$ cat config.mk
export PLATFORM = sky130hd
export DESIGN_NAME = alut_apb_regs
export DESIGN_NICKNAME = d
export VERILOG_FILES = /design/src/source/alut_pkg.sv /design/src/source/alut_apb_regs.sv
export SDC_FILE = /design/constraint.sdc
export NUM_CORES = 1
export LEC_CHECK = 0
export BUFFER_PORTS_ARGS = -buffer_cell sky130_fd_sc_hd__buf_4
export CAP_MARGIN = 5
export CELL_PAD_IN_SITES_DETAIL_PLACEMENT = 0
export CELL_PAD_IN_SITES_GLOBAL_PLACEMENT = 2
export CORE_MARGIN = 2
export CORE_UTILIZATION = 26
export CTS_CLUSTER_SIZE = 16
export DETAILED_ROUTE_END_ITERATION = 8
export GPL_ROUTABILITY_DRIVEN = 0
export PLACE_DENSITY_LB_ADDON = 0.08
export SYNTH_ARGS = -nofsm -noshare
export SYNTH_HDL_FRONTEND = slang
export SYNTH_SLANG_ARGS = --single-unit
$ cat constraint.sdc
create_clock -name pclk26 -period 5.1 [get_ports pclk26]
set_clock_uncertainty 0.15 [all_clocks]
set_input_delay 1.275 -clock pclk26 [delete_from_list [all_inputs] [get_ports pclk26]]
set_output_delay 1.275 -clock pclk26 [all_outputs]
set_load 0.02 [all_outputs]
$ cat src/source/alut_pkg.sv
// shared ALUT definitions
// table entry and table request structs, config and status bundles
// command and age checker state encodings, APB register offsets

package alut_pkg;

   localparam int unsigned req_addr_w = 8;   // request address field, fits addr_w up to 8

   // one table entry, 83 bits
   typedef struct packed {
      logic        valid;
      logic [31:0] last_accessed;            // curr_time when learned
      logic [1:0]  port;
      logic [47:0] mac;
   } alut_entry_t;

   // table request, one per requester
   typedef struct packed {
      logic                  req;
      logic                  write;           // 1 write, 0 read
      logic [req_addr_w-1:0] addr;
      alut_entry_t           wdata;
   } mem_req_t;

   typedef enum logic [1:0] {
      cmd_none       = 2'd0,
      cmd_rsvd       = 2'd1,
      cmd_inval_aged = 2'd2,
      cmd_inval_all  = 2'd3
   } age_cmd_e;

   typedef enum logic [2:0] {
      st_idle      = 3'd0,
      st_aged_rd   = 3'd1,
      st_age_chk   = 3'd2,
      st_aged_wr   = 3'd3,
      st_inval_all = 3'd4
   } age_state_e;

   // registers -> age checker
   typedef struct packed {
      logic [7:0]  div_clk;
      logic [31:0] best_bfr_age;
   } alut_cfg_t;

   // age checker -> registers
   typedef struct packed {
      logic        age_check_active;
      logic        inval_in_prog;
      logic [47:0] lst_inv_mac;
      logic [1:0]  lst_inv_port;
      logic [31:0] curr_time;
   } alut_status_t;

   // --------------------
   // APB byte offsets
   localparam logic [7:0] reg_cmd    = 8'h00;
   localparam logic [7:0] reg_div    = 8'h04;
   localparam logic [7:0] reg_age    = 8'h08;
   localparam logic [7:0] reg_status = 8'h0C;
   localparam logic [7:0] reg_time   = 8'h10;
   localparam logic [7:0] reg_inv_lo = 8'h14;
   localparam logic [7:0] reg_inv_hi = 8'h18;
   localparam logic [7:0] reg_mac_lo = 8'h1C;
   localparam logic [7:0] reg_mac_hi = 8'h20;
   localparam logic [7:0] reg_learn  = 8'h24;

endpackage

$ cat src/source/alut_apb_regs.sv
// APB register block of the ALUT
// config, command pulse, learn MAC/port and learn index registers
// learn write and entry read requests to the table, with pready stall
// read mux for status, time and last invalidated entry

module alut_apb_regs
(
   input  logic                   pclk26,
   input  logic                   n_p_reset26,
   input  logic                   psel,
   input  logic                   penable,
   input  logic                   pwrite,
   input  logic [7:0]             paddr,
   input  logic [31:0]            pwdata,
   input  logic                   learn_gnt,
   input  alut_pkg::alut_entry_t  rdata,
   input  alut_pkg::alut_status_t status,
   output logic [31:0]            prdata,
   output logic                   pready,
   output alut_pkg::alut_cfg_t    cfg,
   output alut_pkg::age_cmd_e     cmd,
   output alut_pkg::mem_req_t     learn_req
);

   import alut_pkg::*;

   logic                  acc;         // access phase
   logic                  is_learn;    // access targets reg_learn
   logic                  reg_wr;      // plain register write, completes at once
   logic                  learn_wr;
   logic                  learn_rd;
   logic                  rd_wait;     // entry read granted, rdata due this cycle
   logic [7:0]            div_q;
   logic [31:0]           age_q;
   logic [47:0]           lrn_mac;
   logic [1:0]            lrn_port;
   logic [req_addr_w-1:0] lrn_idx;     // index of last learn write

   assign acc      = psel & penable;
   assign is_learn = (paddr == reg_learn);
   assign reg_wr   = acc & pwrite & ~is_learn;
   assign learn_wr = acc & pwrite & is_learn;
   assign learn_rd = acc & ~pwrite & is_learn;

   // --------------------
   // config and learn data registers
   always_ff @(posedge pclk26 or negedge n_p_reset26)
   begin
      if (!n_p_reset26)
      begin
         div_q    <= 8'd0;
         age_q    <= 32'd0;
         lrn_mac  <= 48'd0;
         lrn_port <= 2'd0;
         lrn_idx  <= '0;
         cmd      <= cmd_none;
      end
      else
      begin
         cmd <= cmd_none;                                // pulse, one cycle only
         if (reg_wr)
         begin
            case (paddr)
               reg_cmd    : cmd <= age_cmd_e'(pwdata[1:0]);
               reg_div    : div_q <= pwdata[7:0];
               reg_age    : age_q <= pwdata;
               reg_mac_lo : lrn_mac[31:0] <= pwdata;
               reg_mac_hi :
               begin
                  lrn_mac[47:32] <= pwdata[15:0];
                  lrn_port       <= pwdata[17:16];
               end
               default    : ;                            // read-only or unmapped
            endcase
         end
         if (learn_wr && learn_gnt)
            lrn_idx <= pwdata[req_addr_w-1:0];           // kept for entry reads
      end
   end

   assign cfg.div_clk      = div_q;
   assign cfg.best_bfr_age = age_q;

   // --------------------
   // learn port, held until the table grants
   always_comb
   begin
      learn_req.req                 = learn_wr | (learn_rd & ~rd_wait);
      learn_req.write               = pwrite;
      learn_req.addr                = pwrite ? pwdata[req_addr_w-1:0] : lrn_idx;
      learn_req.wdata.valid         = 1'b1;
      learn_req.wdata.last_accessed = status.curr_time;  // time stamp at grant
      learn_req.wdata.port          = lrn_port;
      learn_req.wdata.mac           = lrn_mac;
   end

   always_ff @(posedge pclk26 or negedge n_p_reset26)
   begin
      if (!n_p_reset26)
         rd_wait <= 1'b0;
      else
         rd_wait <= learn_rd & learn_gnt;                // rdata registered in table
   end

   // write learn ends on grant, read learn one cycle after
   assign pready = acc & (is_learn ? (pwrite ? learn_gnt : rd_wait) : 1'b1);

   // --------------------
   // read data mux
   always_comb
   begin
      case (paddr)
         reg_div    : prdata = {24'd0, div_q};
         reg_age    : prdata = age_q;
         reg_status : prdata = {30'd0, status.inval_in_prog, status.age_check_active};
         reg_time   : prdata = status.curr_time;
         reg_inv_lo : prdata = status.lst_inv_mac[31:0];
         reg_inv_hi : prdata = {14'd0, status.lst_inv_port, status.lst_inv_mac[47:32]};
         reg_mac_lo : prdata = lrn_mac[31:0];
         reg_mac_hi : prdata = {14'd0, lrn_port, lrn_mac[47:32]};
         reg_learn  : prdata = {31'd0, rdata.valid};     // valid bit of looked-up entry
         default    : prdata = 32'd0;                    // reg_cmd reads back zero
      endcase
   end

endmodule

==> results.cfg <==
[status]
status = completed

[route]
via_per_inst = 4.888
wire_per_inst_um = 21.55
routed_wl_um = 21630
route.detailed.drc = 0
vias = 4908
first_iter_violations = 228
firstDrtPassIters = 5
drtAntennaViolNets = 0

[grt]
antenna_found_initial = 0
grt_max_degree = 39
grt_pass1_vias = 5139
overflow = 0
grt_pass1_wl_um = 32440
grt.total_usage_pct = 18.18

[clock_network]
cts_tree = yes
cts_buffer_depth = 2
clk_latency_ns = 0.34
htree_levels = 3
postCtsSetupBuffers = 0
clk_pin_slew_ns = 0.07
clock-sinks = 101
holdBufCountCts = 0
cts_root_buffer = clkbuf_16
cts_buffers = 9
ctsResizeCount = 0

[logic_synthesis]
yosys_warnings = 0
syn_nets = 673
ys_seq_area_share_pct = 44.14
avgSynthCellArea_um2 = 12.45
synth_compound_area_share_pct = 12.94
synth.cell_area_um2 = 5725
ys_seq_elements = 101
yosysTopAreaCell = dfrtp_1
synthMuxAreaShare_pct = 27.82
synth_top_family_by_area = multiplexers
netlist-cell-type-count = 50
syn_inst = 460
synth.area.top_cells = dfrtp_1 44%, mux2_2 16%, mux2_4 7.9%
synth_simple_gate_area_share_pct = 6.993
synthAdderAreaFrac_pct = 0
synth_xor_area_share_pct = 0
synth_top_area_share_pct = 44.14

[job]
drv_cap = 0

[placed_design]
dpl.hpwl_um = 16080
port_buffers = 297
dpl_cell_area_um2 = 8034
place_ws_ns = 0.5582

[floorplanning]
start_util_pct = 26.40
io_pins = 381
die_h_um = 152.4
dieWidth_um = 152.4
core.rowCount = 54
core-area_um2 = 21690
die_area_um2 = 23220

[sta]
setup_viol = 0
hold_violations = 0
tightest_slew_ns = 0.5844
period_needed_ns = 4.505
rsz0062_at_grt = no
slew_headroom_pct = 60.96
tns_ns = 0
layout_setup_ws_ns = 0.5948
slew_viol_final = 0
post-route-period-util_pct = 88.34
max_freq_mhz = 222.0

[power]
p_leak_uw = 0.004214
p_per_area_nw_per_um2 = 219.0
peakVddDrop_mv = 0.1721
finalPower_uw = 1827

[critical_path]
crit_top_cell = buf_4
startpoint_type = input port
critPathKind = input port to output pin
critPathRequiredTime_ns = 3.67
cp.arrival_ns = 3.08
worst_setup_path_end_kind = output pin
crit_fanout = 24
path_cells = buf_4, nor4b_4, buf_4, nand2_1, o21ai_0, buf_4
crit_family = buffers and inverters
cp.buffers_inverters = 3
cpMaxStageDelayCell = nand2_1
slowest_delay_ns = 0.39

[final_layout]
synthToLayoutAreaGrowth_pct = 45.72
drive_gt1_share_pct = 62.71
final_area_um2 = 8343
diodes = 0
finalNetCount = 932
layout_commonest_cell = buf_4
layout_common_cells = 311 x buf_4, 101 x dfrtp_1, 80 x mux2_2, 37 x a22oi_1, 30 x mux2_4

[min_path]
hp-class = register to register
[state kept, by name, indices dropped and copies added (netlist names)]
| register | flops |
|---|---|
| lrn_idx | 8 |
| div_q | 8 |
| rd_wait | 1 |
| age_q | 32 |
| cmd | 2 |
| lrn_port | 2 |
| lrn_mac | 48 |
[path summary, 6_finish.rpt]
check	from	to	slack [ns]	depth (start not counted)
worst max-delay path	paddr[4]	prdata[31]	0.59	6
worst min-delay path	lrn_idx[0]	lrn_idx[0]	0.36	1
worst max register to register	lrn_mac[4]	lrn_mac[4]	4.14	1
worst min register to register	lrn_idx[0]	lrn_idx[0]	0.36	1
max in group asynchronous	n_p_reset26	rd_wait	3.14	2
min in group asynchronous	n_p_reset26	lrn_mac[28]	0.73	1
[power breakdown]
part / internal [µW] / switching, µW / total, µW
combinational: 140 / 145 / 286
clock: 399 / 322 / 720
sequential: 811 / 9.64 / 821
total: 1350 / 477 / 1830
[kinds of logic after synthesis]
logic type,after synthesis
AND/OR/NAND/NOR,55
flip-flops,101
other,1
AO/OA/AOI/OAI,103
multiplexers,134
buffers and inverters,66
[synthesized netlist by cell type (all sizes together)]
library cell / number
nor4bb: 1
nand2b: 2
o22ai: 4
dfrtp: 101
nor4b: 4
o2bb2ai: 1
o22a: 3
a31oi: 1
a32oi: 2
and2: 3
buf: 54
mux2: 111
nor3b: 2
a222oi: 7
nand4: 1
nor3: 4
mux2i: 23
a22oi: 37
clkbuf: 11
o41ai: 1
nand3: 1
nand2: 15
a21oi: 5
o21ai: 26
a221o: 1
nor2b: 4
a22o: 6
o221ai: 6
or4: 1
and3: 5
a32o: 3
or4b: 1
nand3b: 5
nor2: 3
conb: 1
nor4: 3
inv: 1
[layer usage]
| metal | track usage, % | vias to the layer above | wire length [µm] |
|---|---|---|---|
| met5 | 0 | - | 0 |
| met4 | 4.272 | 0 | 255 |
| met3 | 4.522 | 16 | 1500 |
| met2 | 31.83 | 212 | 10900 |
| met1 | 22.55 | 2446 | 8976 |
| li1 | - | 2234 | - |
[cell type report]
class | count | area [µm²]
tap | 280 | 350.3
inverter | 1 | 3.754
clock inverter | 6 | 70.07
clock buffer | 10 | 239.0
fill | 2191 | 13350
timing repair buffer | 313 | 2375
sequential | 101 | 2527
multi-input combinational | 293 | 2778
[per-stage QoR]
| stage | utilization [%] | hold WS, ns | cells |
|---|---|---|---|
| global placement | 37.04 | 0.3345 | 988 |
| detailed placement | 37.04 | 0.3443 | 988 |
| floorplan | - | 0.3254 | 460 |
| finish | 38.47 | 0.3585 | 1004 |
| CTS | 38.47 | 0.3608 | 1004 |
| global route | 38.47 | 0.3782 | 1004 |
Power figures use the tool's default switching activity.
